--- config.mk ---
export PLATFORM = sky130hd
export DESIGN_NAME = reorder_buffer
export DESIGN_NICKNAME = d
export VERILOG_FILES = /design/src/ooo_pkg.sv /design/src/reorder_buffer.sv
export SDC_FILE = /design/constraint.sdc
export NUM_CORES = 1
export LEC_CHECK = 0
export BUFFER_PORTS_ARGS = -buffer_cell sky130_fd_sc_hd__buf_2
export CORE_MARGIN = 2
export CORE_UTILIZATION = 40
export CTS_CLUSTER_DIAMETER = 40
export DETAILED_ROUTE_END_ITERATION = 8
export PLACE_DENSITY = 0.61
export SKIP_CTS_REPAIR_TIMING = 1
export SYNTH_ARGS = -nofsm -noshare
export SYNTH_HDL_FRONTEND = slang
export SYNTH_SLANG_ARGS = --single-unit
--- constraint.sdc ---
create_clock -name clock -period 3 [get_ports clock]
set_input_delay 0.3 -clock clock [delete_from_list [all_inputs] [get_ports clock]]
set_output_delay 0.3 -clock clock [all_outputs]
set_load 0.02 [all_outputs]
--- src/ooo_pkg.sv ---
`default_nettype none

package ooo_pkg;

    //////////////////////////////
    // sizes
    //////////////////////////////
    localparam int xlen        = 32;
    localparam int reg_num     = 32;
    localparam int rob_size    = 8;   // must stay a power of two, tags wrap
    localparam int rs_depth    = 4;   // entries per station
    localparam int mult_stages = 3;   // at least 2

    typedef logic [$clog2(reg_num)-1:0]  reg_idx_t;
    typedef logic [$clog2(rob_size)-1:0] rob_tag_t;

    //////////////////////////////
    // encodings
    //////////////////////////////
    typedef enum logic {
        fu_alu,
        fu_mult
    } fu_sel_t;

    typedef enum logic [2:0] {
        alu_add, alu_sub, alu_and, alu_or,
        alu_xor, alu_slt, alu_sll, alu_srl
    } alu_func_t;

    typedef enum logic {
        mul_lo                        // low word of the product
    } mult_func_t;

    //////////////////////////////
    // bundles
    //////////////////////////////
    typedef struct packed {
        fu_sel_t   fu_sel;
        alu_func_t alu_func;           // ignored for the multiplier
        reg_idx_t  rd;
        reg_idx_t  rs1;
        reg_idx_t  rs2;
        logic      use_imm;            // imm replaces rs2
        logic [11:0] imm;              // sign-extended
    } dispatch_op_t;

    typedef struct packed {
        logic            ready;
        rob_tag_t        tag;          // producer while not ready
        logic [xlen-1:0] value;
    } operand_t;

    typedef struct packed {
        logic            valid;
        rob_tag_t        tag;
        logic [xlen-1:0] value;
    } cdb_t;

    typedef struct packed {
        logic            valid;
        reg_idx_t        rd;
        logic [xlen-1:0] value;
    } commit_t;

endpackage

`default_nettype wire
--- src/reorder_buffer.sv ---
`default_nettype none
`timescale 1ns/100ps

module reorder_buffer (
    input  logic                                             clock,
    input  logic                                             arst_n,
    input  logic                                             alloc,
    input  ooo_pkg::reg_idx_t                                alloc_rd,
    input  ooo_pkg::cdb_t                                    cdb,
    output logic                                             full,
    output ooo_pkg::rob_tag_t                                alloc_tag,
    output logic [ooo_pkg::rob_size-1:0]                     entry_done,
    output logic [ooo_pkg::rob_size-1:0][ooo_pkg::xlen-1:0]  entry_value,
    output ooo_pkg::commit_t                                 commit
);

    ooo_pkg::rob_tag_t                    head_q;   // oldest
    ooo_pkg::rob_tag_t                    tail_q;   // next free
    logic [$clog2(ooo_pkg::rob_size+1)-1:0] count_q;
    ooo_pkg::reg_idx_t                    rd_q [ooo_pkg::rob_size];
    logic                                 retire;

    assign full      = count_q == ooo_pkg::rob_size;
    assign alloc_tag = tail_q;

    // head retires once its result is in
    assign retire = (count_q != '0) && entry_done[head_q];
    assign commit = '{valid: retire, rd: rd_q[head_q], value: entry_value[head_q]};

    always_ff @(posedge clock or negedge arst_n) begin
        if (!arst_n) begin
            head_q     <= '0;
            tail_q     <= '0;
            count_q    <= '0;
            entry_done <= '0;
        end else begin
            if (alloc) begin
                entry_done[tail_q] <= 1'b0;
                tail_q             <= tail_q + 1'b1;   // wraps
            end
            if (cdb.valid)
                entry_done[cdb.tag] <= 1'b1;           // never the tail entry
            if (retire)
                head_q <= head_q + 1'b1;
            case ({alloc, retire})
                2'b10:   count_q <= count_q + 1'b1;
                2'b01:   count_q <= count_q - 1'b1;
                default: count_q <= count_q;           // both or neither
            endcase
        end
    end

    always_ff @(posedge clock) begin
        if (alloc)
            rd_q[tail_q] <= alloc_rd;
        if (cdb.valid)
            entry_value[cdb.tag] <= cdb.value;
    end

endmodule

`default_nettype wire

After elaboration in Yosys (flattened, before gate mapping)

Memories as Yosys holds them, arrays and structs flattened.
Index checks and enable logic that the tools add are counted.

Bits in registers: 274
Word-level logic and storage cells: 49
Input port bits: 44
RAM bits: 40
Memories: 1

Reductions and logical operators: 5
Add/sub/neg operators: 4
Order comparisons: 5
Mux-type cells: 16
Bitwise operators: 3
Equality and inequality tests: 3

Memory list:

| memory | words | bits a word | read ports | clocked after memory_dff | write ports | RTL line             | RTL |
|---|---|---|---|---|---|---|---|
| rd_q   | 8     | 5           | 1          | 0                        | 1           | reorder_buffer.sv:20 | `ooo_pkg::reg_idx_t rd_q [ooo_pkg::rob_size];` |

Operators with widths:

| cell                | number |
|---|---|
| $bwmux 256          | 1 |
| $bmux 32 s3         | 1 |
| $demux 32 s3        | 1 |
| $mux 32             | 2 |
| $mux 8              | 2 |
| $lt 3x4->1 const B  | 3 |
| $and 8x8->8         | 1 |
| $not 8->8           | 1 |
| $or 8x8->8          | 1 |
| $pmux 4 s2          | 1 |
| $add 3x1->3 const B | 2 |
| $demux 1 s3         | 2 |
| $ge 3x1->1 const B  | 2 |
| $mux 1              | 5 |
| $add 4x1->4 const B | 1 |
| $eq 4x4->1 const B  | 1 |
| $reduce_bool 4->1   | 1 |
| $sub 4x1->4 const B | 1 |
| $bmux 1 s3          | 1 |
| $logic_and 1x1->1   | 3 |
| $eq 2x1->1 const B  | 1 |
| $eq 2x2->1 const B  | 1 |
| $reduce_bool 2->1   | 1 |

Longest topological paths before layout

Word-level depth: 9
Depth in mapped cells: 13
Gate-level depth less buffers: 11

Least setup slack after synthesis

No wires, ideal clock.

Path kind: in2reg
Start point: input cdb[33] (netlist name)
End point: register entry_value[0] (netlist name), enable pin
Arrival: 2.757 ns
Buffers on the path: 0
Slack: -0.221 ns
Setup time: 0.463 ns
Data required time: 2.537 ns
Cell stages on the path: 2
Cell sequence: nand2b_1 nor3_1

RTL lines:

| what                          | RTL line             | RTL |
|---|---|---|
| start, declared               | reorder_buffer.sv:9  | `input ooo_pkg::cdb_t cdb,` |
| end signal, assigned by index | reorder_buffer.sv:57 | `entry_value[cdb.tag] <= cdb.value;` |
| end, declared                 | reorder_buffer.sv:13 | `output logic [ooo_pkg::rob_size-1:0][ooo_pkg::xlen-1:0] entry_value,` |

==> impl_results.md <==
* Status: completed
* Post-synthesis sequential area ratio at 75.6%
* Core ar. at 30,500 sq um
* Worst r2r src: head_q[0]
* Hold slack at 0.0354 ns
* IO Count at 350
* Largest net degree at the start of global routing at 45
* Fin area at 16,100 sq um
* Register area at 9350 sq um
* Mapped Area at 12,400 sq um
* Unrepaired setup endpoints after global routing: no
* Max-cap violations at 0
* Mux cell area share after synthesis at 19.0%
* Reg2Reg Depth at 11
* First-pass GRT wire length at 49,400 um
* Total die area at 32,300 sq um
* Iter 0 DRT Violations at 439
* Syn_area_per_cell at 23.0 sq um
* Post-Layout Cell Count at 1,356
* Total grt overflow at 0
* Synth Area in Compound Gates at 1.03%
* Layout fillers at 2,465
* Dpl hpwl at 21,800 um
* Comb power frac at between 20% and 30%
* First-pass detailed-route iteration total at 4
* Fin crit period at ~2.8 ns
* Root buffer cell: clkbuf_16
* WP data required at 2.70 ns
* Initial antenna violation count at 1
* WP data arrival at ~2.5 ns
* Global Route Usage Sum at 20.3%
* Adder-Cell Fraction of Synth Area at 0.507%
* Pre-CTS setup slack at about 0.64 ns
* Main synth FF type: edfxtp_1
* Hold_sp: cdb[21]
* DR WL/cell at 24.2 um
* Yosys reg bits at 314
* EDFF count, synth at ~300
* Share of post-route cells with drive strength above 1 at 53.0%
* Simple-Gate Fraction of Synth Area at 1.64%
* Clk sink count at 314
* Starting Density at 40.5%
* Worst R2R Setup Slack at 0.62 ns
* Vias at 7,186
* Setup TNS at 0 ns
* CTS tree: yes
* Worst Path Max Fanout at 44
* Slew Limit Headroom at 49.2%
* Critical path type: reg -> out
* Top cells by area, synth: edfxtp_1 (72%), mux4_1 (11%), dfrtp_1 (3.6%)
* CTS Buf Count at 42
* Die extent in x at roughly 180 um
* Worst slew pin tran at 0.760 ns
* Power Dens Cells at 914 nW/um^2
* Int Power at 10.2 mW
* Fmax at 363 MHz
* H-tree lvl count at 2
* Cells after synthesis at around 540
* Crit. End Element: output port
* Detail Route Antenna Nets at 0
* Multi-input gate area at 2890 sq um
* Static leakage at 6.13 nW
* Maximum vdd drop at between 0.0006 and 0.0007 V
* Area leader, netlist: edfxtp_1
* Clock Latency Late Sink at 0.52 ns
* Final hold vios at 0
* Commonest cells after routing, fill and taps aside: buf_2 (349), edfxtp_1 (296), mux4_1 (54)
* Hold Path Sink: entry_value[117]
* Placed insts at ~1.3k
* Fin. max-slew vios at 0
* # setup viols final at 0
* Switch Pwr at 4.52 mW
* Hold crit path type: in -> reg
* Critical Path Start Type: flip-flop
* Synth-to-Final Area Change at 30.6%
* Synthesized Nets at 587
* Net Sw Frac at a little under a third
* Port buffer count at 349
* Netlist cell types at 33
* Die height at 180 um
* Commonest non-fill, non-tap cell in the layout: buf_2
* Yosys Warn Count at 0
* Vias in the first global route at about 7.6k
* Area share of the largest cell type after synthesis at 72.0%
* Placer congestion estimate at a little over 0.8
* Period utilization at 91.7%
* Main combinational cell family by area after synthesis: multiplexers
* Reg-to-Reg End: count_q[2]
* Row cnt at 64
* Nets@finish at about 1,000
* Antenna Cells at 0
* Worst-path clk slew at 0.06 ns
* Skew final at 0.00763 ns
* Worst hold path stage count at 1
* Synth async-reset ratio at 5.73%
* Clock power frac at around a third
* Vias per cell at approximately 5.3
* Setup ws final at 0.249 ns
* Placed cell area at 14,700 sq um
* Residual DRC count at 0
* Clock buffer depth at 3
* Post-Route WL at 32,800 um
* Register share of total power at 36.7%
* XOR/XNOR Fraction of Synth Area at 0.638%
flip-flops by register name (all words and copies together), names as in the netlist:
name and flops:
count_q 4, head_q 3, entry_value 256, alloc_tag 3
rd_q 40, entry_done 8
cell usage after synthesis, drive strengths merged (2+ instances only):
master,number
inv,5
nor3,4
mux2,39
a21oi,2
dfrtp,18
buf,13
nand3b,2
nor2,14
mux4,74
nand2b,6
mux2i,4
nand2,6
xnor2,4
o21bai,2
nor2b,2
o21ai,16
xor2,5
clkbuf,12
edfxtp,296
ha,5
metrics by stage:
stage                     util (%)  power (mW)
after global routing          52.9        15.4
after CTS                     52.8        14.9
after floorplan                  -        8.66
final                         52.9        14.7
after global placement        48.2        9.84
after detailed placement      48.2        9.88
worst max-delay path, cell delays in order (launching register included):
cell and delay [ns]:
dfrtp_4 0.47, buf_12 0.29, mux4_1 0.63, mux2_2 0.29, buf_2 0.16
worst max-delay path by stage:
stage	from	to	slack, ns	depth (start not counted)
5_1_grt	head_q[0]	commit[9]	0.18	4
3_3_place_gp	count_q[1]	count_q[2]	0.69	11
4_1_cts	head_q[0]	commit[9]	0.23	4
2_1_floorplan	head_q[1]	count_q[2]	0.62	13
6_report	head_q[0]	commit[9]	0.25	4
3_5_place_dp	head_q[0]	count_q[2]	0.64	11
routing by layer:
metal,track usage [%],vias up,wire length [um]
met5,0,-,13
met4,6.18,2,881
met3,6.73,69,2970
met2,32.9,350,15600
met1,26.1,3683,13400
li1,-,3082,-
cells by family (layout without fill, tap and decap cells):
kind of cell,Yosys count,in the layout
DFF,314,314
buffers and inverters,30,452
adders and majority gates,5,5
AOI/OAI and AO/OA,23,23
muxes,117,117
xor gates and xnor gates,9,9
and+or+nand+nor,40,40
cell type report:
| class | count | area share, % |
|---|---|---|
| clock buffer | 46 | 6.61 |
| tap | 396 | 3.07 |
| timing repair buffer | 370 | 12.1 |
| multi-input combinational | 194 | 17.9 |
| clock inverter | 31 | 2.19 |
| sequential | 314 | 58.0 |
| inverter | 5 | 0.116 |
power groups by stage:
stage | logic (mW) | registers [mW] | clock network [mW]
2_1_floorplan | 3.05 | 5.61 | 0
3_3_place_gp | 4.37 | 5.47 | 0
3_5_place_dp | 4.39 | 5.48 | 0
4_1_cts | 4.41 | 5.40 | 5.05
5_1_grt | 4.67 | 5.45 | 5.26
6_report | 4.36 | 5.40 | 4.97
Power figures use the tool's default switching activity.
