### config.mk
export PLATFORM = sky130hd
export DESIGN_NAME = reservation_station
export DESIGN_NICKNAME = d
export VERILOG_FILES = /design/src/ooo_pkg.sv /design/src/reservation_station.sv
export SDC_FILE = /design/constraint.sdc
export NUM_CORES = 1
export LEC_CHECK = 0
export ABC_CLOCK_PERIOD_IN_PS = 10350
export BUFFER_PORTS_ARGS = -buffer_cell sky130_fd_sc_hd__buf_2
export CAP_MARGIN = 20
export CORE_MARGIN = 1
export CORE_UTILIZATION = 33
export CTS_CLUSTER_DIAMETER = 30
export DETAILED_ROUTE_END_ITERATION = 10
export GPL_ROUTABILITY_DRIVEN = 0
export SLEW_MARGIN = 20
export SYNTH_ARGS = -nofsm -noshare
export SYNTH_HDL_FRONTEND = slang
export SYNTH_SLANG_ARGS = --single-unit
### constraint.sdc
create_clock -name clock -period 10.35 [get_ports clock]
set_input_delay 3.105 -clock clock [delete_from_list [all_inputs] [get_ports clock]]
set_output_delay 3.105 -clock clock [all_outputs]
set_load 0.02 [all_outputs]
### src/ooo_pkg.sv
`default_nettype none

package ooo_pkg;

    //////////////////////////////
    // sizes
    //////////////////////////////
    localparam int xlen        = 32;
    localparam int reg_num     = 32;
    localparam int rob_size    = 8;   // must stay a power of two, tags wrap
    localparam int rs_depth    = 4;   // entries per station
    localparam int mult_stages = 3;   // at least 2

    typedef logic [$clog2(reg_num)-1:0]  reg_idx_t;
    typedef logic [$clog2(rob_size)-1:0] rob_tag_t;

    //////////////////////////////
    // encodings
    //////////////////////////////
    typedef enum logic {
        fu_alu,
        fu_mult
    } fu_sel_t;

    typedef enum logic [2:0] {
        alu_add, alu_sub, alu_and, alu_or,
        alu_xor, alu_slt, alu_sll, alu_srl
    } alu_func_t;

    typedef enum logic {
        mul_lo                        // low word of the product
    } mult_func_t;

    //////////////////////////////
    // bundles
    //////////////////////////////
    typedef struct packed {
        fu_sel_t   fu_sel;
        alu_func_t alu_func;           // ignored for the multiplier
        reg_idx_t  rd;
        reg_idx_t  rs1;
        reg_idx_t  rs2;
        logic      use_imm;            // imm replaces rs2
        logic [11:0] imm;              // sign-extended
    } dispatch_op_t;

    typedef struct packed {
        logic            ready;
        rob_tag_t        tag;          // producer while not ready
        logic [xlen-1:0] value;
    } operand_t;

    typedef struct packed {
        logic            valid;
        rob_tag_t        tag;
        logic [xlen-1:0] value;
    } cdb_t;

    typedef struct packed {
        logic            valid;
        reg_idx_t        rd;
        logic [xlen-1:0] value;
    } commit_t;

endpackage

`default_nettype wire
### src/reservation_station.sv
`default_nettype none
`timescale 1ns/100ps

module reservation_station #(
    parameter type func_t = ooo_pkg::alu_func_t,
    parameter int  depth  = ooo_pkg::rs_depth
) (
    input  logic                     clock,
    input  logic                     arst_n,
    input  logic                     load,        // from rename
    input  func_t                    func,
    input  ooo_pkg::rob_tag_t        dest,
    input  ooo_pkg::operand_t        src1,
    input  ooo_pkg::operand_t        src2,
    input  ooo_pkg::cdb_t            cdb,
    input  logic                     issue_en,    // unit can take an op
    output logic                     full,
    output logic                     issue_valid,
    output func_t                    issue_func,
    output logic [ooo_pkg::xlen-1:0] issue_a,
    output logic [ooo_pkg::xlen-1:0] issue_b,
    output ooo_pkg::rob_tag_t        issue_tag
);

    typedef struct packed {
        func_t             func;
        ooo_pkg::rob_tag_t dest;
        ooo_pkg::operand_t src1;
        ooo_pkg::operand_t src2;
    } entry_t;

    logic [depth-1:0]         valid_q;
    entry_t                   entry_q [depth];
    logic [depth-1:0]         ready;       // both operands captured
    logic [$clog2(depth)-1:0] free_idx;
    logic [$clog2(depth)-1:0] issue_idx;
    logic                     take;

    assign full = &valid_q;
    assign take = issue_valid && issue_en;

    // scan downwards so the lowest index wins
    always_comb begin
        free_idx    = '0;
        issue_idx   = '0;
        issue_valid = 1'b0;
        for (int i = depth - 1; i >= 0; i--) begin
            ready[i] = valid_q[i] && entry_q[i].src1.ready && entry_q[i].src2.ready;
            if (!valid_q[i])
                free_idx = i[$clog2(depth)-1:0];
            if (ready[i]) begin
                issue_idx   = i[$clog2(depth)-1:0];
                issue_valid = 1'b1;
            end
        end
    end

    assign issue_func = entry_q[issue_idx].func;
    assign issue_a    = entry_q[issue_idx].src1.value;
    assign issue_b    = entry_q[issue_idx].src2.value;
    assign issue_tag  = entry_q[issue_idx].dest;

    always_ff @(posedge clock or negedge arst_n) begin
        if (!arst_n) begin
            valid_q <= '0;
        end else begin
            if (take)
                valid_q[issue_idx] <= 1'b0;  // freed on issue
            if (load)
                valid_q[free_idx] <= 1'b1;   // rename never loads when full
        end
    end

    // tag snoop, stale entries may match too, harmless
    always_ff @(posedge clock) begin
        for (int i = 0; i < depth; i++) begin
            if (cdb.valid && !entry_q[i].src1.ready && entry_q[i].src1.tag == cdb.tag) begin
                entry_q[i].src1.ready <= 1'b1;
                entry_q[i].src1.value <= cdb.value;
            end
            if (cdb.valid && !entry_q[i].src2.ready && entry_q[i].src2.tag == cdb.tag) begin
                entry_q[i].src2.ready <= 1'b1;
                entry_q[i].src2.value <= cdb.value;
            end
        end
        if (load)
            entry_q[free_idx] <= '{func, dest, src1, src2}; // already bypassed by rename
    end

endmodule

`default_nettype wire

After elaboration in Yosys (flattened, before gate mapping). Memories as Yosys holds them, arrays and structs flattened. Index checks and enable logic that the tools add are counted.

Add/sub/neg operators: 0. Multiply operators: 0. Div/mod/pow operators: 0. Magnitude comparators: 4. Equality and inequality tests: 8. Shift operators: 0. Muxes and demuxes: 36. Bitwise logic cells: 3. Reductions and logical operators: 36.

Operator list (count): logical AND 1 bit (27); == test 3 bit (8); two-way mux 1 bit (24); two-way mux 2 bit (8); logical NOT 1 bit (8); two-way mux 4 bit (2); less-than comparator 2 x 3 -> 1 bit (second input constant) (2); AND 4 bit (1); demux 1 bit (select 2 bit) (2); >= comparator 2 x 1 -> 1 bit (second input constant) (2); NOT 4 bit (1); bitwise OR 4 bit (1); AND reduction 4 bit (1).

Register bits: 4. Latch bits: 0. RAM bits: 312. ROM bits: 0. Input bits: 118. Output and inout port bits: 72. Logic and storage cells: 89. Memories: 1.

Memories: entry_q (depth 4, bits a word 78, read ports 5, clocked after memory_dff 0, write ports 5, RTL line reservation_station.sv:33) `entry_t entry_q [depth];`.

Depth between registers and ports, before layout. An unclocked memory read counts as a cell.

Depth in word-level cells: 16. Mapped depth: 7. Gate-level depth less buffers: 4.

Worst setup path before layout. No wires, ideal clock.

Path type: input-to-reg. Start: input cdb[32] (netlist bit). End: memory entry_q[2][0] (netlist bit), enable pin. Setup time: 0.466 ns. Data arrival time: 5.878 ns. Required time: 9.884 ns. Setup slack: 4.007 ns. Stages: 4. Path buffers: 1. Cell sequence: buf_2 -> xnor2_1 -> nand4_1 -> o21ai_0.

RTL lines: start: declaration (RTL line reservation_station.sv:15) `input ooo_pkg::cdb_t cdb,`; end: declaration (RTL line reservation_station.sv:33).

Worst setup path after layout.
Start: register valid_q[2]. End: output issue_b[22] (netlist bit).

Word-level cells in the longest chain between the ends: 6.

RTL lines: start: declaration (RTL line reservation_station.sv:32) `logic [depth-1:0] valid_q;`; start signal: assignment (RTL line reservation_station.sv:65) `valid_q <= '0;`; start signal: indexed assignment (RTL line reservation_station.sv:68) `valid_q[issue_idx] <= 1'b0;`; start signal: indexed assignment (RTL line reservation_station.sv:70) `valid_q[free_idx] <= 1'b1;`; logical AND 1 bit (2 in a row) (RTL line reservation_station.sv:48) `ready[i] = valid_q[i] && entry_q[i].src1.ready && entry_q[i].src2.ready;`; two-way mux 2 bit (3 in a row) (RTL line reservation_station.sv:51) `if (ready[i]) begin`; memory read (4 x 78 bit); end: declaration (RTL line reservation_station.sv:21) `output logic [ooo_pkg::xlen-1:0] issue_b,`.

Every way passes these cells.

==> results.yml <==
run_status:
  outcome: "finished, final reports clean"
timing:
  grt_setup_unrepaired: "false"
  max-slew-margin-rel: 0.233
  report.final.slew_viol_count: 0
  max_clock_freq_ghz: 0.144
  min_period_over_period: 0.671
  report.final.hold_viol_count: 0
  fin_ws_ns: 3.41
  finalWorstPathRequiredPeriod_ns: 6.94
  max_slew.worst_pin.slew_ns: 1.15
  fin_tns_setup_ns: 0
  finalClockSkew_ns: 0.0201
  final-setup-viol-count: 0
place:
  dp_worst_setup_slack_ns: 4.07
  placed_cells: 2015
  place.port_buffers: 189
  hpwlAfterDp_um: 26700
routing:
  vias_per_cell: 5.50
  post_dr_wirelength_cell_um: 22.5
  first_iter_violations: 734
  route.detailed.drc: 0
  dr_pass1_iterations: 7
  vias: 11900
  drt-total-wl_um: 48600
  antenna_nets_post_route: 0
job:
  max_cap_violations: 0
global_route:
  globalRouteOverflowTotal: 0
  grtUsageTotal: 0.198
  maximum_number_of_pins_on_one_net_before_global_route_repair: 77
  first_global_vias: 12300
  number_of_antenna_violations_at_the_first_check_in_global_routing: 3
  wire_length_of_the_first_global_routing_pass_um: 73600
power_and_ir_drop:
  power.density_cell_area_nw_per_um2: 365
  post-layout-total-power_w: 0.00725
  leakage_power_total_nw: 7.51
  worst_ir_drop_vdd_mv: 0.260
critical_path:
  cp_data_required_time_ns: 7.25
  path_class: "register to output port"
  worstPathMaxFanout: 76
  ff2ff_path_depth: 3
  r2r_setup_slack_ns: 6.65
  cp.arrival_ns: 3.84
  critical_path.endpoint_type: "output port"
  cp-start-kind: "register"
synth:
  synth_area_per_cell_um2: 11.9
  ys_dominant_reg_cell: "sky130_fd_sc_hd__edfxtp_1"
  synthTopCellsByCount: "sky130_fd_sc_hd__nand2_1, sky130_fd_sc_hd__edfxtp_1, sky130_fd_sc_hd__nand4_1, sky130_fd_sc_hd__mux2_2, sky130_fd_sc_hd__clkbuf_1"
  yosysWarnings: 0
  syn_inst: 1326
  synth.yosys.seq_area_share: 0.593
  netlist.top_cell.by_area: "sky130_fd_sc_hd__edfxtp_1"
  distinct_cell_type_count_after_synthesis: 35
  post-synth-top-area-fraction: 0.577
  synth_edf_count: 304
  syn_area_um2: 15800
  netlist_top_cells_area: "sky130_fd_sc_hd__edfxtp_1, sky130_fd_sc_hd__mux2_2, sky130_fd_sc_hd__nand2_1"
  yosysMostFrequentCell: "sky130_fd_sc_hd__nand2_1"
  synth_fp_nets: 1444
  ys_seq_elements: 316
  async_flop_share: 0.0127
clock_network:
  cts_htree_levels: 3
  clk-insertion-delay-late_ns: 0.60
  cts_setup_buffers: 0
  post_cts_hold_buffer_count: 0
  worst_setup_hold_path_clk_slew_ns: 0.04
  ctsLongestPathBuffers: 3
  clock_tree_from_tritoncts: "yes"
  cts_buffers: 81
  ctsResizeCount: 0
  cts_root_buf: "sky130_fd_sc_hd__clkbuf_16"
  clock-sinks: 316
final_layout:
  finalNetCount: 1610
  post_route_cells_drive_above_1_share: 0.296
  area_delta_synth_final_pct: 25.5
  filler_cell_count: 4297
  stdcell_count: 2162
floorplanning:
  design.core.area_um2: 47000
  initial_standard_cell_utilization_of_the_core: 0.337
  die-width_um: 221
  io_pins: 190
  placement_rows: 79
  dieArea_um2: 48800
  die_height_um: 221
min_path:
  timing.hold.worst.class: "register to register"
  worst_hold_path.num_cells: 2
cell usage in the layout, fill, tap and decap left out, types with 16 or more instances in the layout:
master / n
sky130_fd_sc_hd__buf_2: 189
sky130_fd_sc_hd__mux2_1: 16
sky130_fd_sc_hd__o21ai_0: 71
sky130_fd_sc_hd__o211a_1: 70
sky130_fd_sc_hd__edfxtp_1: 304
sky130_fd_sc_hd__nand4_1: 149
sky130_fd_sc_hd__nand2_1: 322
sky130_fd_sc_hd__xnor2_1: 24
sky130_fd_sc_hd__clkbuf_16: 83
sky130_fd_sc_hd__buf_4: 18
sky130_fd_sc_hd__o2bb2ai_1: 70
sky130_fd_sc_hd__clkinv_1: 19
sky130_fd_sc_hd__mux2_2: 116
worst paths after layout:
path	start	end
max in group asynchronous	arst_n	valid_q[2]
worst min register to register	entry_q[1][71]	entry_q[1][71]
min in group asynchronous	arst_n	valid_q[3]
worst max register to register	valid_q[2]	entry_q[2][32]
worst min-delay path	entry_q[1][71]	entry_q[1][71]
worst max-delay path	valid_q[2]	issue_b[22]
state kept, by name, indices dropped and copies added (netlist names):
| signal | flops |
|---|---|
| entry_q | 312 |
| valid_q | 4 |
area by class of cell:
class / instances / area (um2) / share of cell area
Antenna cell: 3 / 7.51 / 0.000378
Clock buffer: 95 / 2120 / 0.107
Clock inverter: 48 / 498 / 0.0251
Inverter: 2 / 10.0 / 0.000504
Multi-Input combinational cell: 883 / 5960 / 0.300
Sequential cell: 316 / 9410 / 0.474
Tap cell: 607 / 759 / 0.0382
Timing Repair Buffer: 208 / 1090 / 0.0550
worst max-delay path, stage by stage (launching register included):
cell,delay [ns]
sky130_fd_sc_hd__dfrtp_4,1.12
sky130_fd_sc_hd__and3_4,1.06
sky130_fd_sc_hd__o31ai_4,0.15
sky130_fd_sc_hd__buf_4,0.31
sky130_fd_sc_hd__o2bb2ai_1,0.28
sky130_fd_sc_hd__buf_2,0.20
per-layer routing:
metal  wire length [um]  global-route usage  up-vias
met2              23800               0.337      380
li1                   -                   -     5452
met3               2660              0.0451       84
met4                937              0.0697        4
met5                 23                   0        -
met1              21100               0.246     5970
through the flow:
stage	util	hold WS (ns)	cell area, um2
after floorplan	-	0.517	15800
after global placement	0.367	0.604	17200
after detailed placement	0.367	0.625	17200
after CTS	0.423	0.630	19800
after global routing	0.423	0.669	19900
final	0.423	0.625	19900
kinds of logic (layout without fill, tap and decap cells):
kind of cell,after synthesis,count (layout),synth area share
other,0,3,0
AO/OA/AOI/OAI,232,232,0.115
multiplexers,132,132,0.0939
flip-flops,316,316,0.593
AND/OR/NAND/NOR,495,495,0.145
XOR/XNOR,24,24,0.0133
buffers and inverters,127,353,0.0392
power breakdown:
part | total, W | internal [W] | switching [W] | leakage (nW)
combinational | 0.00264 | 0.000903 | 0.00174 | 3.32
sequential | 0.00219 | 0.00180 | 0.000388 | 2.91
clock | 0.00242 | 0.00169 | 0.000734 | 1.28
(Power assumes the default switching activity.)
