[src/ooo_pkg.sv]
`default_nettype none

package ooo_pkg;

    //////////////////////////////
    // sizes
    //////////////////////////////
    localparam int xlen        = 32;
    localparam int reg_num     = 32;
    localparam int rob_size    = 8;   // must stay a power of two, tags wrap
    localparam int rs_depth    = 4;   // entries per station
    localparam int mult_stages = 3;   // at least 2

    typedef logic [$clog2(reg_num)-1:0]  reg_idx_t;
    typedef logic [$clog2(rob_size)-1:0] rob_tag_t;

    //////////////////////////////
    // encodings
    //////////////////////////////
    typedef enum logic {
        fu_alu,
        fu_mult
    } fu_sel_t;

    typedef enum logic [2:0] {
        alu_add, alu_sub, alu_and, alu_or,
        alu_xor, alu_slt, alu_sll, alu_srl
    } alu_func_t;

    typedef enum logic {
        mul_lo                        // low word of the product
    } mult_func_t;

    //////////////////////////////
    // bundles
    //////////////////////////////
    typedef struct packed {
        fu_sel_t   fu_sel;
        alu_func_t alu_func;           // ignored for the multiplier
        reg_idx_t  rd;
        reg_idx_t  rs1;
        reg_idx_t  rs2;
        logic      use_imm;            // imm replaces rs2
        logic [11:0] imm;              // sign-extended
    } dispatch_op_t;

    typedef struct packed {
        logic            ready;
        rob_tag_t        tag;          // producer while not ready
        logic [xlen-1:0] value;
    } operand_t;

    typedef struct packed {
        logic            valid;
        rob_tag_t        tag;
        logic [xlen-1:0] value;
    } cdb_t;

    typedef struct packed {
        logic            valid;
        reg_idx_t        rd;
        logic [xlen-1:0] value;
    } commit_t;

endpackage

`default_nettype wire
[src/pipelined_multiplier.sv]
`default_nettype none
`timescale 1ns/100ps

module pipelined_multiplier (
    input  logic                     clock,
    input  logic                     arst_n,
    input  logic                     start,
    input  logic [ooo_pkg::xlen-1:0] a,
    input  logic [ooo_pkg::xlen-1:0] b,
    input  ooo_pkg::rob_tag_t        tag,
    output ooo_pkg::cdb_t            result,
    output logic                     due_next    // last stage valid next cycle
);

    logic [ooo_pkg::mult_stages-1:0] valid_q;
    ooo_pkg::rob_tag_t               tag_q  [ooo_pkg::mult_stages];
    logic [ooo_pkg::xlen-1:0]        prod_q [ooo_pkg::mult_stages]; // stage 0 holds low pp
    logic [ooo_pkg::xlen-1:0]        hi_q;                          // stage 0 high pp

    // valid bits shift, one op may enter every cycle
    always_ff @(posedge clock or negedge arst_n) begin
        if (!arst_n)
            valid_q <= '0;
        else
            valid_q <= {valid_q[ooo_pkg::mult_stages-2:0], start};
    end

    always_ff @(posedge clock) begin
        // stage 0 two half-width partial products, only the low word is kept
        prod_q[0] <= a * b[ooo_pkg::xlen/2-1:0];
        hi_q      <= a * b[ooo_pkg::xlen-1:ooo_pkg::xlen/2];
        tag_q[0]  <= tag;
        // stage 1 sums them
        prod_q[1] <= prod_q[0] + (hi_q << (ooo_pkg::xlen/2));
        for (int s = 2; s < ooo_pkg::mult_stages; s++)
            prod_q[s] <= prod_q[s-1];   // delay only
        for (int s = 1; s < ooo_pkg::mult_stages; s++)
            tag_q[s] <= tag_q[s-1];
    end

    assign due_next = valid_q[ooo_pkg::mult_stages-2];
    assign result   = '{valid: valid_q[ooo_pkg::mult_stages-1],
                        tag:   tag_q[ooo_pkg::mult_stages-1],
                        value: prod_q[ooo_pkg::mult_stages-1]};

endmodule

`default_nettype wire

[config.mk]
export PLATFORM = sky130hd
export DESIGN_NAME = pipelined_multiplier
export DESIGN_NICKNAME = d
export VERILOG_FILES = /design/src/ooo_pkg.sv /design/src/pipelined_multiplier.sv
export SDC_FILE = /design/constraint.sdc
export NUM_CORES = 1
export LEC_CHECK = 0
export ABC_AREA = 1
export BUFFER_PORTS_ARGS = -buffer_cell sky130_fd_sc_hd__buf_2
export CAP_MARGIN = 15
export CORE_MARGIN = 2
export CORE_UTILIZATION = 30
export DETAILED_ROUTE_END_ITERATION = 8
export SYNTH_ARGS = -nofsm -noshare
export SYNTH_HDL_FRONTEND = slang
export SYNTH_SLANG_ARGS = --single-unit
[constraint.sdc]
create_clock -name clock -period 1.5 [get_ports clock]
set_clock_uncertainty 0.05 [all_clocks]
set_input_delay 0.3 -clock clock [delete_from_list [all_inputs] [get_ports clock]]
set_output_delay 0.3 -clock clock [all_outputs]
set_load 0.02 [all_outputs]
After elaboration in Yosys (flattened, before gate mapping)
Memories as Yosys holds them, arrays and structs flattened.
Index checks and enable logic that the tools add are counted.

storage, ports and cells
  input port bits = 70
  logic and storage cells = 7
  output and inout port bits = 37
  bits in writable memories = 105
  register bits = 19
  memories kept = 2

memory list
  memory  words  width  rd ports  clocked after Yosys merged registers in  wr ports  line                        RTL
  prod_q  3      32     3         0                                        3         pipelined_multiplier.sv:17  logic [ooo_pkg::xlen-1:0] prod_q [ooo_pkg::mult_stages];
  tag_q   3      3      3         0                                        3         pipelined_multiplier.sv:16  ooo_pkg::rob_tag_t tag_q [ooo_pkg::mult_stages];

operators by class
  $add $sub $neg = 1
  multipliers = 2

operator list
  operator                                        count
  32-bit adder                                    1
  32-bit by 16-bit multiplier with 16-bit output  1
  32-bit by 16-bit multiplier with 32-bit output  1

Depth between registers and ports, before layout
  word-level depth = 1
  gate-level depth with buffers = 30

Least setup slack after synthesis
No wires, ideal clock.

  kind = input-to-reg
  start point = in b[2] (netlist name)
  end point = mem prod_q[0][28] (netlist name)
  slack = -3854 ps
  setup time = 112 ps
  arrival time = 5191 ps
  cell stages on the path = 21
  cells stage by stage = clkbuf_1 > clkbuf_1 > nand2_1 > fa_1 > inv_1 > fa_1 > inv_1 > fa_1 > inv_1 > fa_1 > fa_1 > inv_1 > fa_1 > inv_1 > ha_1 > a21o_1 > o21bai_1 > a211oi_1 > nand2_1 > nand2_1 > nand2_1

RTL lines
  what                line                        RTL
  start: declaration  pipelined_multiplier.sv:9   input logic [ooo_pkg::xlen-1:0] b,
  end: declaration    pipelined_multiplier.sv:17

==> results.txt <==
Of all flip-flops after synthesis, the portion carrying an async set or reset was 2.419%. Derived from the worst setup path, the maximum achievable clock frequency is 0.2040 GHz. The max-cap check violation count is 0, and the least setup slack across all paths after layout is -3.401 ns.

Summing every instance area after synthesis gives 0.02000 sq mm. The smallest clock period supported by the final layout is computed as 4.901 ns. The run gives 3703 as the number of placed instances, taps included.

A synthesized cell averages 7.800 sq um. The tree built by TritonCTS fans out to 124 sinks. The sum of overflow across all layers after global routing came out at 0.

The arrival time at the worst endpoint came out at 5.17 ns. The longest clock path from root to sink contains 2 buffers. The flow ran to the end, but the final reports show violations. The starting DRC count in detailed routing is 853. The worst setup path is captured at a register. The class of the tightest hold or removal check was in2async. 0 antenna diodes ended up in the layout. Counting the buffers created by CTS gives 17. The filler cells instantiated in the layout total 6398. The number of nets with antenna violations after routing is 0, and the final routed wire length divided by cell count is 15.02 microns. The worst setup path is launched from an input pin. The cell chosen for the clock root was sky130_fd_sc_hd__clkbuf_16. Summed over all layers, the routed wires come to 57510 microns. The clock input transition at the sequential cells of the worst setup and hold paths came out at 0.06 ns.

The logs give 17.69k for the via count of the first global-routing pass and 75.34% for the relative slew slack. Critical path class: in2reg. The global placer's final weighted congestion was 0.8680; the first-pass iteration count of the detailed router was 5. The max-slew violation total from the final report was 0. The final period utilization was 326.8%; the width of the die was 262.2 microns. For the final number of hold-violating endpoints, the log shows 0.

Number of warnings printed during yosys synthesis: 0. Post-synth net total: 3148. For the initial antenna violation count, the log shows 0.

In the synthesized netlist the dominant register cell turns out to be sky130_fd_sc_hd__dfxtp_1. The first global-routing pass estimated 91580 microns of wire. The H-tree was split into 4 levels.

Setup repair after global routing could not meet its margin everywhere. The count of mapped cells out of synthesis is 2564, and the count of unique library cells instantiated by Yosys is 43. STA puts the critical path data required time at 1.77 ns.

Of all nets on the critical path, the largest fanout is 5. For the number of core rows, the log shows 94. The number of top-level design ports is 107, and the die footprint is 0.06874 sq mm. For the HPWL after detailed placement, the log shows 46640 microns.

Post-route cell area: 0.02823 sq mm. TritonCTS built the clock tree. The number of flops mapped to enable cells by yosys is 0, and the portion of the post-synthesis area used by sequential elements is 12.49%. The run gives 17.13% as the total track usage. In the global route stage, met3 resource usage came out at 1.958%.

The pin count of the biggest net entering global routing was 17. The transition at the pin with the smallest max-transition slack is 0.3698 ns, and the number of I/O port buffers is 106. For this run, global-route usage on met2 was measured as 30.41%.

From bottom edge to top edge, the die measures 262.2 microns. The post-route netlist has 34.14% of its cells at a drive strength greater than 1. The core region is 0.06586 sq mm.

The layer flagged by global routing as most heavily used is met2. At the end of the flow, the number of nets in the layout was 3535. Number of standard cells in the final layout excluding fillers: 3828. The tools report the DRC violations left as 0. The area growth from synthesis to layout is 41.18%.

Counting flops and latches in the post-synthesis netlist gives 124. The final reports fail on setup timing. Using the TritonRoute via totals, the vias-per-cell ratio works out to 4.358. Global routing used 22.23% of the available met1 tracks. The initial cell density of the core is 30.36%. Summing all placed instances gives a cell area of 0.02440 sq mm.

Detailed routing inserted a total of 16.68k vias. The setup violation total in the final timing report was 51; the source-to-sink clock delay at the later pin of the worst-skew pair was 0.42 ns.
==> metal layers <==
metal / vias up / wire [microns]
met1: 8202 / 24200
met3: 89 / 3074
li1: 7976 / -
met2: 415 / 28500
met5: - / 0
met4: 0 / 1729
==> cells in the final DEF, fill, tap and decap left out, types with 5 or more instances in the layout <==
cell / netlist / layout
sky130_fd_sc_hd__nand2_2: 5 / 65
sky130_fd_sc_hd__nand3_2: 2 / 13
sky130_fd_sc_hd__buf_12: 0 / 36
sky130_fd_sc_hd__dfxtp_2: 0 / 9
sky130_fd_sc_hd__buf_6: 2 / 76
sky130_fd_sc_hd__a21oi_1: 52 / 12
sky130_fd_sc_hd__o21bai_4: 0 / 5
sky130_fd_sc_hd__inv_4: 0 / 5
sky130_fd_sc_hd__nand3b_1: 5 / 5
sky130_fd_sc_hd__nand4_1: 6 / 6
sky130_fd_sc_hd__a21oi_4: 0 / 19
sky130_fd_sc_hd__dlygate4sd3_1: 0 / 5
sky130_fd_sc_hd__nor2_4: 0 / 14
sky130_fd_sc_hd__nand2_4: 1 / 43
sky130_fd_sc_hd__nand3_1: 65 / 51
sky130_fd_sc_hd__fa_1: 385 / 350
sky130_fd_sc_hd__ha_1: 129 / 46
sky130_fd_sc_hd__buf_8: 0 / 31
sky130_fd_sc_hd__clkinv_2: 0 / 5
sky130_fd_sc_hd__o21ai_2: 1 / 7
sky130_fd_sc_hd__buf_2: 15 / 68
sky130_fd_sc_hd__nor2_1: 38 / 15
sky130_fd_sc_hd__nand2_1: 732 / 629
sky130_fd_sc_hd__nor2_2: 0 / 9
sky130_fd_sc_hd__a21o_1: 7 / 7
sky130_fd_sc_hd__clkbuf_16: 0 / 20
sky130_fd_sc_hd__a21oi_2: 7 / 28
sky130_fd_sc_hd__fa_2: 0 / 35
sky130_fd_sc_hd__inv_2: 4 / 99
sky130_fd_sc_hd__xor2_1: 47 / 39
sky130_fd_sc_hd__ha_4: 0 / 80
sky130_fd_sc_hd__dfxtp_1: 121 / 110
sky130_fd_sc_hd__buf_4: 42 / 281
sky130_fd_sc_hd__xnor2_1: 19 / 16
sky130_fd_sc_hd__inv_1: 742 / 642
sky130_fd_sc_hd__o21ai_1: 5 / 7
sky130_fd_sc_hd__xor2_2: 0 / 8
sky130_fd_sc_hd__buf_16: 0 / 6
==> worst max-delay path, cell delays in order <==
cell and delay (ns):
sky130_fd_sc_hd__buf_12 0.12, sky130_fd_sc_hd__buf_12 0.14, sky130_fd_sc_hd__buf_12 0.13, sky130_fd_sc_hd__nand2_4 0.04
sky130_fd_sc_hd__fa_1 0.43, sky130_fd_sc_hd__fa_2 0.51, sky130_fd_sc_hd__fa_1 0.53, sky130_fd_sc_hd__inv_2 0.04
sky130_fd_sc_hd__fa_1 0.49, sky130_fd_sc_hd__fa_1 0.54, sky130_fd_sc_hd__inv_2 0.05, sky130_fd_sc_hd__fa_1 0.51
sky130_fd_sc_hd__inv_2 0.05, sky130_fd_sc_hd__ha_4 0.23, sky130_fd_sc_hd__a21o_1 0.21, sky130_fd_sc_hd__a21oi_2 0.16
sky130_fd_sc_hd__nand3_2 0.14, sky130_fd_sc_hd__a21oi_2 0.19, sky130_fd_sc_hd__nor2_1 0.06, sky130_fd_sc_hd__nor2_1 0.11
sky130_fd_sc_hd__xnor2_1 0.17
==> through the flow <==
stage	setup slack (ns)	hold slack (ns)	util [%]	TNS (ns)
after floorplan	-3.479	-0.04559	-	-115.33
after global placement	-4.118	0.04633	37.05	-144.64
after detailed placement	-4.151	0.04889	37.05	-144.81
after CTS	-3.367	0.1385	40.95	-113.75
after global routing	-3.601	0.1613	42.86	-121.98
final	-3.401	0.1568	42.86	-115.66
==> logic make-up (layout without fill, tap and decap cells) <==
group / after synthesis / count (layout) / share of synthesized area (%)
and+or+nand+nor: 866 / 866 / 17.14
buffers and inverters: 886 / 1286 / 17.59
adders and majority gates: 514 / 514 / 46.61
DFF: 124 / 124 / 12.49
AOI/OAI and AO/OA: 108 / 108 / 3.272
xor gates and xnor gates: 66 / 66 / 2.891
==> final timing paths <==
check	startpoint	end	slack, ns	depth (start not counted)
max	a[11]	prod_q[0][22]$_DFF_P_	-3.40	21
min	arst_n	valid_q[2]$_DFF_PN0_	0.16	2
max reg2reg	prod_q[0][16]$_DFF_P_	prod_q[0][62]$_DFF_P_	-0.15	8
min reg2reg	prod_q[0][48]$_DFF_P_	prod_q[0][80]$_DFF_P_	0.27	0
max in group asynchronous	arst_n	valid_q[0]$_DFF_PN0_	1.14	2
min in group clock	prod_q[0][48]$_DFF_P_	prod_q[0][80]$_DFF_P_	0.27	0
==> final cells by class <==
| type | count | area, sq um | area share (%) |
|---|---|---|---|
| clock buffer | 19 | 452.9 | 1.604 |
| clock inverter | 13 | 115.1 | 0.4077 |
| inverter | 746 | 2813 | 9.963 |
| multi-input combinational | 1554 | 16430 | 58.20 |
| sequential | 124 | 2516 | 8.912 |
| tap | 864 | 1081 | 3.829 |
| timing repair buffer | 508 | 4822 | 17.08 |
==> synth_stat cells (3+ instances only) <==
master | count | share of area (%)
sky130_fd_sc_hd__a21o_1 | 7 | 0.26
sky130_fd_sc_hd__dfrtp_1 | 3 | 0.38
sky130_fd_sc_hd__a21oi_2 | 7 | 0.31
sky130_fd_sc_hd__nor2_1 | 38 | 0.71
sky130_fd_sc_hd__nand4_1 | 6 | 0.19
sky130_fd_sc_hd__dfxtp_1 | 121 | 12
sky130_fd_sc_hd__nand3b_1 | 5 | 0.19
sky130_fd_sc_hd__nand2_2 | 5 | 0.16
sky130_fd_sc_hd__xor2_1 | 47 | 2.1
sky130_fd_sc_hd__inv_1 | 742 | 14
sky130_fd_sc_hd__nor4_1 | 3 | 0.094
sky130_fd_sc_hd__nand2_1 | 732 | 14
sky130_fd_sc_hd__o21ai_1 | 5 | 0.13
sky130_fd_sc_hd__nor3_1 | 6 | 0.15
sky130_fd_sc_hd__o21bai_1 | 4 | 0.15
sky130_fd_sc_hd__xnor2_1 | 19 | 0.83
sky130_fd_sc_hd__o21ai_0 | 16 | 0.40
sky130_fd_sc_hd__a21oi_1 | 52 | 1.3
sky130_fd_sc_hd__buf_2 | 15 | 0.38
sky130_fd_sc_hd__ha_1 | 129 | 8.1
sky130_fd_sc_hd__nand3_1 | 65 | 1.6
sky130_fd_sc_hd__buf_4 | 42 | 1.6
sky130_fd_sc_hd__fa_1 | 385 | 39
sky130_fd_sc_hd__buf_1 | 7 | 0.13
sky130_fd_sc_hd__clkbuf_1 | 73 | 1.4
sky130_fd_sc_hd__inv_2 | 4 | 0.075
==> registers in the layout, summed over array words and instances, names as in the netlist <==
| signal | flops |
|---|---|
| hi_q | 16 |
| valid_q | 3 |
| prod_q | 96 |
| tag_q | 9 |
==> what timing repair did <==
| action | 4_1_cts | 5_1_grt |
|---|---|---|
| pin swaps | 187 | 133 |
| endpoints found under the setup margin | 55 | 54 |
| resized for setup | 389 | 228 |
| buffers inserted | 45 | 43 |
| hold buffers | 5 | 0 |
| endpoints found under the hold margin | 7 | 0 |
| gates cloned | 6 | 3 |
Power is left out: the tool's default activity adds up to more than one toggle a clock period on the data nets, which glitch-free logic cannot reach.
