===== src/ooo_pkg.sv =====
`default_nettype none

package ooo_pkg;

    //////////////////////////////
    // sizes
    //////////////////////////////
    localparam int xlen        = 32;
    localparam int reg_num     = 32;
    localparam int rob_size    = 8;   // must stay a power of two, tags wrap
    localparam int rs_depth    = 4;   // entries per station
    localparam int mult_stages = 3;   // at least 2

    typedef logic [$clog2(reg_num)-1:0]  reg_idx_t;
    typedef logic [$clog2(rob_size)-1:0] rob_tag_t;

    //////////////////////////////
    // encodings
    //////////////////////////////
    typedef enum logic {
        fu_alu,
        fu_mult
    } fu_sel_t;

    typedef enum logic [2:0] {
        alu_add, alu_sub, alu_and, alu_or,
        alu_xor, alu_slt, alu_sll, alu_srl
    } alu_func_t;

    typedef enum logic {
        mul_lo                        // low word of the product
    } mult_func_t;

    //////////////////////////////
    // bundles
    //////////////////////////////
    typedef struct packed {
        fu_sel_t   fu_sel;
        alu_func_t alu_func;           // ignored for the multiplier
        reg_idx_t  rd;
        reg_idx_t  rs1;
        reg_idx_t  rs2;
        logic      use_imm;            // imm replaces rs2
        logic [11:0] imm;              // sign-extended
    } dispatch_op_t;

    typedef struct packed {
        logic            ready;
        rob_tag_t        tag;          // producer while not ready
        logic [xlen-1:0] value;
    } operand_t;

    typedef struct packed {
        logic            valid;
        rob_tag_t        tag;
        logic [xlen-1:0] value;
    } cdb_t;

    typedef struct packed {
        logic            valid;
        reg_idx_t        rd;
        logic [xlen-1:0] value;
    } commit_t;

endpackage

`default_nettype wire

===== src/rename_unit.sv =====
`default_nettype none
`timescale 1ns/100ps

module rename_unit (
    input  logic                                            clock,
    input  logic                                            arst_n,
    input  logic                                            dispatch_valid,
    input  ooo_pkg::dispatch_op_t                           dispatch_op,
    input  logic                                            alu_full,
    input  logic                                            mult_full,
    input  logic                                            rob_full,
    input  ooo_pkg::rob_tag_t                               alloc_tag,
    input  logic [ooo_pkg::rob_size-1:0]                    rob_done,
    input  logic [ooo_pkg::rob_size-1:0][ooo_pkg::xlen-1:0] rob_value,
    input  ooo_pkg::cdb_t                                   cdb,
    input  ooo_pkg::commit_t                                commit,
    output logic                                            dispatch_ready,
    output logic                                            alu_load,
    output logic                                            mult_load,
    output ooo_pkg::operand_t                               src1,
    output ooo_pkg::operand_t                               src2,
    output ooo_pkg::rob_tag_t                               dest,
    output logic                                            alloc
);

    logic [ooo_pkg::reg_num-1:0][ooo_pkg::xlen-1:0] arch_q;   // x0 stays zero
    logic [ooo_pkg::reg_num-1:0]                    busy_q;
    ooo_pkg::rob_tag_t [ooo_pkg::reg_num-1:0]       alias_q;  // producer tag
    ooo_pkg::rob_tag_t                              retire_tag_q; // tracks rob head
    logic                                           unit_full;
    logic                                           fire;

    // ready if idle register, finished rob entry, or on the bus right now
    function automatic ooo_pkg::operand_t resolve(input ooo_pkg::reg_idx_t r);
        ooo_pkg::operand_t op;
        op.tag   = alias_q[r];
        op.ready = 1'b1;
        if (!busy_q[r])
            op.value = arch_q[r];
        else if (rob_done[op.tag])
            op.value = rob_value[op.tag];
        else if (cdb.valid && cdb.tag == op.tag)
            op.value = cdb.value;
        else begin
            op.ready = 1'b0;
            op.value = '0;
        end
        return op;
    endfunction

    //////////////////////////////
    // dispatch
    //////////////////////////////
    assign unit_full      = (dispatch_op.fu_sel == ooo_pkg::fu_alu) ? alu_full : mult_full;
    assign dispatch_ready = !rob_full && !unit_full;
    assign fire           = dispatch_valid && dispatch_ready;
    assign alu_load       = fire && dispatch_op.fu_sel == ooo_pkg::fu_alu;
    assign mult_load      = fire && dispatch_op.fu_sel == ooo_pkg::fu_mult;
    assign alloc          = fire;
    assign dest           = alloc_tag;

    always_comb begin
        src1 = resolve(dispatch_op.rs1);
        if (dispatch_op.use_imm)
            src2 = '{ready: 1'b1, tag: '0,
                     value: {{(ooo_pkg::xlen-12){dispatch_op.imm[11]}}, dispatch_op.imm}};
        else
            src2 = resolve(dispatch_op.rs2);
    end

    //////////////////////////////
    // commit and alias update
    //////////////////////////////
    always_ff @(posedge clock or negedge arst_n) begin
        if (!arst_n) begin
            arch_q       <= '0;
            busy_q       <= '0;
            alias_q      <= '0;
            retire_tag_q <= '0;
        end else begin
            if (commit.valid) begin
                retire_tag_q <= retire_tag_q + 1'b1;
                if (commit.rd != '0)
                    arch_q[commit.rd] <= commit.value;
                if (alias_q[commit.rd] == retire_tag_q)
                    busy_q[commit.rd] <= 1'b0;   // no younger writer pending
            end
            // newer rename wins over same-cycle commit
            if (fire && dispatch_op.rd != '0) begin
                busy_q[dispatch_op.rd]  <= 1'b1;
                alias_q[dispatch_op.rd] <= alloc_tag;
            end
        end
    end

endmodule

`default_nettype wire


===== config.mk =====
export PLATFORM = sky130hd
export DESIGN_NAME = rename_unit
export DESIGN_NICKNAME = d
export VERILOG_FILES = /design/src/ooo_pkg.sv /design/src/rename_unit.sv
export SDC_FILE = /design/constraint.sdc
export NUM_CORES = 2
export LEC_CHECK = 0
export BUFFER_PORTS_ARGS = -buffer_cell sky130_fd_sc_hd__buf_4
export CORE_UTILIZATION = 60
export DETAILED_ROUTE_END_ITERATION = 10
export GPL_ROUTABILITY_DRIVEN = 0
export PLACE_DENSITY_LB_ADDON = 0.08
export REMOVE_ABC_BUFFERS = 1
export SYNTH_ARGS = -nofsm -noshare
export SYNTH_HDL_FRONTEND = slang
export SYNTH_SLANG_ARGS = --single-unit

===== constraint.sdc =====
create_clock -name clock -period 5.9 [get_ports clock]
set_clock_uncertainty 0.15 [all_clocks]
set_input_delay 1.18 -clock clock [delete_from_list [all_inputs] [get_ports clock]]
set_output_delay 1.18 -clock clock [all_outputs]
set_load 0.005 [all_outputs]

# Word-level counts from Yosys, hierarchy flattened
# Cells that the tools add are included.
[totals]
output_inout_bits = 79
register_bits = 1155
wordCells = 145
[op_classes]
n_lt_le_gt_ge = 8
reduce_logical = 14
n_bitwise = 4
n_mux = 49
n_addsub = 1
n_eq_ne = 3
[op_table]
columns = ["cell", "n"]
rows = [
  ["$bwmux W1024", 1],
  ["$mux W32", 14],
  ["$bmux W32 S5", 2],
  ["$bmux W32 S3", 2],
  ["$demux W32 S5", 1],
  ["$bwmux W96", 1],
  ["$bmux W3 S5", 3],
  ["$mux W36", 1],
  ["$and A32 B32 Y32", 1],
  ["$not A32 Y32", 1],
  ["$or A32 B32 Y32", 1],
  ["$lt A5 B6 Y1 const B", 4],
  ["$demux W3 S5", 1],
  ["$mux W1", 13],
  ["$mux W3", 4],
  ["$bmux W1 S5", 2],
  ["$demux W1 S5", 2],
  ["$ge A5 B1 Y1 const B", 2],
  ["$reduce_bool A5 Y1", 2],
  ["$eq A3 B3 Y1", 3],
  ["$logic_and A1 B1 Y1", 9],
  ["$lt A3 B4 Y1 const B", 2],
  ["$bmux W1 S3", 2],
  ["$add A3 B1 Y3 const B", 1],
  ["other kinds (3)", 4],
]

# Logic depth before layout (Yosys ltp)
[depth]
depth_word = 10
depth_mapped = 14
depth_no_buf = 9

# Worst setup path after synthesis
# Ideal clock, no wire load.
[synth_path]
path_type = "input port to output port"
from = "in dispatch_op[18] in the netlist's numbering"
to = "out src1[26] in the netlist's numbering"
t_arrival_ps = 3993
path_slack_ps = 577
cell_stages = 10
cell_sequence = "buf_2 -> buf_2 -> buf_2 -> buf_1 -> buf_2 -> mux4_2 -> mux4_2 -> mux2i_1 -> or2_2 -> o311ai_0"
[synth_lines]
columns = ["item", "line", "source"]
rows = [
  ["start, declared", "rename_unit.sv:8", "input ooo_pkg::dispatch_op_t dispatch_op,"],
  ["end, declared", "rename_unit.sv:20", "output ooo_pkg::operand_t src1,"],
]

==> metrics.log <==
INFO  metric status = finished, final reports clean
INFO  metric hold_violation_total_from_the_final_report = 0
INFO  metric grt_pass1_wl = around 360,000 um
INFO  metric critical_path.max_fanout = 18
INFO  metric fillCellCount = around 8,000
INFO  metric pwr_density_cell = 321 nW/um^2
INFO  metric p_total = 0.0252 W
INFO  metric viasPerCell = 7.44
INFO  metric synth_warnings = 0
INFO  metric synth_edf_count = 0
INFO  metric ir_worst_vdd = 320 uV
INFO  metric reg2reg_depth = 8
INFO  metric syn2layout_area_growth = 14.9%
INFO  metric global_route.usage.total = 42.8%
INFO  metric dominantRegCellSynth = sky130_fd_sc_hd__dfrtp_1
INFO  metric route.detailed.wl_per_inst = 35.6 um
INFO  metric numClockSinks = 1,155
INFO  metric grt_most_used_layer = met2
INFO  metric maxCapViolCount = 0
INFO  metric dpl.hpwl = between 150,000 and 200,000 um
INFO  metric synth.cell_area = a little under 70,000 um^2
INFO  metric grt_use_met3 = 14.9%
INFO  metric cts_tree = built
INFO  metric critical_path.max_stage_delay = 0.34 ns
INFO  metric ys_seq_elements = roughly 1,200
INFO  metric timing.final.crit_share = 99.9%
INFO  metric total_number_of_nets_in_the_final_design = 5,635
INFO  metric numPortBuffers = roughly 450
INFO  metric synth.lib_cells_used.distinct = 67
INFO  metric cellLeakagePower = 33.8 nW
INFO  metric drt-total-wl = 244,000 um
INFO  metric layout_utilization = 69.6%
INFO  metric detailedRoute.firstIterationViolations = a little under 6,000
INFO  metric htreeDepth = 4
INFO  metric cts.hold.buffers_added = 0
INFO  metric timing_worst_slew_pin_value = roughly 1.2 ns
INFO  metric cts.clk_slew.worst_paths = ~0.05 ns
INFO  metric ios = between 400 and 500
INFO  metric endpoint_kind = primary output
INFO  metric die_width = about 340 um
INFO  metric antenna_found_initial = 15
INFO  metric worst_path_most_repeated_cell = sky130_fd_sc_hd__buf_4
INFO  metric cts_made_buffers = 130
INFO  metric drc_errors = 0
INFO  metric critical_path_required = 4.57 ns
INFO  metric number_of_global_route_vias_before_repair = 51,500
INFO  metric drtPass1Iterations = 8
INFO  metric seq_total_area_yosys = 42.3%
INFO  metric vias = 51,100
INFO  metric r2r-start = alias_q[11]$_DFFE_PN0P_
INFO  metric synth_async_sr_flop_share = 100%
INFO  metric fin_area = 78,400 um^2
INFO  metric worst_skew_pair.late_latency = around 0.77 ns
INFO  metric finalSetupViolations = 0
INFO  metric cp-endpoint = src2[4]
INFO  metric rows = approximately 120
INFO  metric postSynthCellCount = 5,042
INFO  metric total_negative_slack = 0 ns
INFO  metric max_freq = 170 MHz
INFO  metric worst_hold_path_type = flop to flop
INFO  metric dieHeight = 339 um
INFO  metric maximum_number_of_buffers_from_clock_root_to_sink = 3
INFO  metric critical_path.startpoint = dispatch_op[15]
INFO  metric ant_nets = 0
INFO  metric r2r_setup_slk = 2.55 ns
INFO  metric root_buffer_master = sky130_fd_sc_hd__clkbuf_16
INFO  metric starting_density = 60.6%
INFO  metric synth_area_per_cell = 13.5 um^2
INFO  metric post_dp_cell_area = 73,800 um^2
INFO  metric grt-ovfl-total = 0
INFO  metric worst_ep_arrival_time = 4.57 ns
INFO  metric critical_path.cell_chain = buf_4 > buf_4 > mux4_2 > mux2_2 > o22a_1 > nand2_2 > a2111oi_0 > buf_4 > nor4_4 > buf_4 > nand2_1 > buf_12 > o221ai_1 > buf_4 > buf_4
INFO  metric reg2reg_to = busy_q[20]$_DFF_PN0_
INFO  metric crit_slowest_cell = sky130_fd_sc_hd__buf_4
INFO  metric critPathLaunchType = input port
INFO  metric layout-drive-gt1-share = 51.5%
INFO  metric grt_max_degree = about 130
INFO  metric worst-setup-path-type = input port to primary output
INFO  metric grt_setup_unrepaired = yes
INFO  metric die_area = 115,000 um^2
INFO  metric core_area = 113,000 um^2
INFO  metric timing.slew.headroom = 17.0%
INFO  metric globalRouteMet1Util = 57.1%
INFO  metric grt.met2_usage = slightly above 60%
INFO  metric post-route-min-period = 5.90 ns
INFO  metric slew_violations = 0
-- kinds of logic after synthesis --
| kind of cell | count (synthesis) | synth area share, % |
|---|---|---|
| compound gates | 600 | 6.76 |
| xor+xnor | 11 | 0.141 |
| fa+ha+maj | 1 | 0.0183 |
| buf+inv | 679 | 3.97 |
| flops | 1155 | 42.3 |
| mux | 1907 | 42.2 |
| simple gates | 689 | 4.56 |
-- sequential cells by signal, summed over array words and instances, names as in the netlist --
name and flops:
arch_q 1024, alias_q 96, busy_q 32, retire_tag_q 3
-- worst min path at each step --
| stage | startpoint | to | slack [ns] | depth (start not counted) |
|---|---|---|---|---|
| after global routing | arch_q[31]$_DFFE_PN0P_ | arch_q[31]$_DFFE_PN0P_ | 0.26 | 0 |
| after CTS | arch_q[2]$_DFFE_PN0P_ | arch_q[2]$_DFFE_PN0P_ | 0.25 | 0 |
| after global placement | arch_q[19]$_DFFE_PN0P_ | arch_q[19]$_DFFE_PN0P_ | 0.23 | 0 |
| final | arch_q[2]$_DFFE_PN0P_ | arch_q[2]$_DFFE_PN0P_ | 0.24 | 0 |
| after floorplan | arch_q[0]$_DFFE_PN0P_ | arch_q[0]$_DFFE_PN0P_ | 0.22 | 0 |
| after detailed placement | arch_q[2]$_DFFE_PN0P_ | arch_q[2]$_DFFE_PN0P_ | 0.23 | 0 |
-- report_power, final --
group          leakage [nW]  internal, W  switching (W)  total (W)
logic                  16.7      0.00356        0.00288    0.00644
registers              14.9      0.00936        0.00106     0.0104
clock network          2.16      0.00488        0.00347    0.00835
total                  33.8       0.0178        0.00740     0.0252
-- cell usage after synthesis, types with 9 or more instances --
| cell | count | share of area (%) |
|---|---|---|
| sky130_fd_sc_hd__o311ai_1 | 25 | 0.32 |
| sky130_fd_sc_hd__or2_2 | 34 | 0.31 |
| sky130_fd_sc_hd__o2111ai_1 | 35 | 0.45 |
| sky130_fd_sc_hd__a2111oi_0 | 31 | 0.40 |
| sky130_fd_sc_hd__nor2_1 | 126 | 0.69 |
| sky130_fd_sc_hd__nor2b_1 | 16 | 0.15 |
| sky130_fd_sc_hd__inv_1 | 83 | 0.46 |
| sky130_fd_sc_hd__o22ai_1 | 39 | 0.36 |
| sky130_fd_sc_hd__a31oi_1 | 54 | 0.49 |
| sky130_fd_sc_hd__mux2i_1 | 146 | 2.1 |
| sky130_fd_sc_hd__o221ai_1 | 13 | 0.17 |
| sky130_fd_sc_hd__nand3_2 | 10 | 0.15 |
| sky130_fd_sc_hd__a21o_1 | 10 | 0.11 |
| sky130_fd_sc_hd__xnor2_1 | 9 | 0.12 |
| sky130_fd_sc_hd__mux4_2 | 665 | 22 |
| sky130_fd_sc_hd__o31ai_1 | 11 | 0.12 |
| sky130_fd_sc_hd__a41oi_1 | 68 | 0.87 |
| sky130_fd_sc_hd__a22oi_1 | 63 | 0.69 |
| sky130_fd_sc_hd__dfrtp_1 | 1155 | 42 |
| sky130_fd_sc_hd__buf_2 | 54 | 0.40 |
| sky130_fd_sc_hd__nand2b_1 | 30 | 0.27 |
| sky130_fd_sc_hd__a32oi_1 | 38 | 0.49 |
| sky130_fd_sc_hd__mux2_2 | 1094 | 18 |
| sky130_fd_sc_hd__a311oi_1 | 65 | 0.83 |
| sky130_fd_sc_hd__clkbuf_1 | 457 | 2.5 |
| sky130_fd_sc_hd__a21oi_1 | 29 | 0.21 |
| sky130_fd_sc_hd__a211oi_1 | 63 | 0.69 |
| sky130_fd_sc_hd__nand2_1 | 346 | 1.9 |
| sky130_fd_sc_hd__buf_1 | 69 | 0.38 |
| sky130_fd_sc_hd__o21ai_0 | 34 | 0.25 |
| sky130_fd_sc_hd__nand3_1 | 77 | 0.56 |
-- routing by layer --
metal  vias to the layer above  wire (um)
met5                         -         85
met4                        12      14800
met3                       858      33000
met2                      3557     108000
met1                     26600      88400
li1                      20100          -
-- repair_timing --
item	in CTS	in global routing
pin swaps	0	4
resized for setup	3	9
buffers inserted	2	5
hold endpoints to repair	0	0
endpoints found under the setup margin	35	35
gates cloned	0	2
-- final cells by class --
class / count / area, um^2 / area share [%]
flip-flops and latches: 1155 / 28900 / 36.9
repair buffers: 675 / 5840 / 7.44
clock inverters: 48 / 541 / 0.689
inverters: 85 / 322 / 0.410
clock buffers: 186 / 3830 / 4.88
diodes: 7 / 17.5 / 0.0223
well taps: 1500 / 1880 / 2.39
multi-input cells: 3208 / 37100 / 47.3
-- critical path, delay by kind of cell --
family | cells | cell delay, ns
buf+inv | 7 | 1.52
simple gates | 3 | 0.61
mux | 2 | 0.63
compound gates | 3 | 0.58
-- placed cells by master (no fill, tap or decap), types with 9 or more instances in the layout --
cell and count:
sky130_fd_sc_hd__a22oi_1 63, sky130_fd_sc_hd__nand3_2 9, sky130_fd_sc_hd__inv_1 82, sky130_fd_sc_hd__clkbuf_1 22
sky130_fd_sc_hd__mux2_2 1093, sky130_fd_sc_hd__o31ai_1 11, sky130_fd_sc_hd__o22ai_1 39, sky130_fd_sc_hd__nand2_1 339
sky130_fd_sc_hd__clkbuf_8 32, sky130_fd_sc_hd__clkinv_2 24, sky130_fd_sc_hd__a31oi_1 53, sky130_fd_sc_hd__buf_4 613
sky130_fd_sc_hd__a41oi_1 68, sky130_fd_sc_hd__dfrtp_1 1155, sky130_fd_sc_hd__nor2_4 25, sky130_fd_sc_hd__a21oi_1 28
sky130_fd_sc_hd__a2111oi_0 31, sky130_fd_sc_hd__xnor2_1 9, sky130_fd_sc_hd__nor2b_1 13, sky130_fd_sc_hd__o21ai_0 34
sky130_fd_sc_hd__a32oi_1 38, sky130_fd_sc_hd__o221ai_1 13, sky130_fd_sc_hd__o311ai_1 25, sky130_fd_sc_hd__or2_2 34
sky130_fd_sc_hd__buf_12 55, sky130_fd_sc_hd__mux2i_1 144, sky130_fd_sc_hd__nand2b_1 28, sky130_fd_sc_hd__nor2_1 102
sky130_fd_sc_hd__mux4_2 665, sky130_fd_sc_hd__nand3_1 73, sky130_fd_sc_hd__a311oi_1 64, sky130_fd_sc_hd__a211oi_1 61
sky130_fd_sc_hd__o2111ai_1 35, sky130_fd_sc_hd__clkbuf_16 134, sky130_fd_sc_hd__a21o_1 10
-- metrics by stage --
step,cells,setup slack (ns),hold slack [ns]
2_1_floorplan,4448,-4.24,0.215
3_3_place_gp,6614,-0.495,0.226
3_5_place_dp,6614,-0.541,0.233
4_1_cts,6850,0.00853,0.246
5_1_grt,6862,0.00372,0.257
6_report,6864,0.00357,0.240
Power figures use the tool's default switching activity.
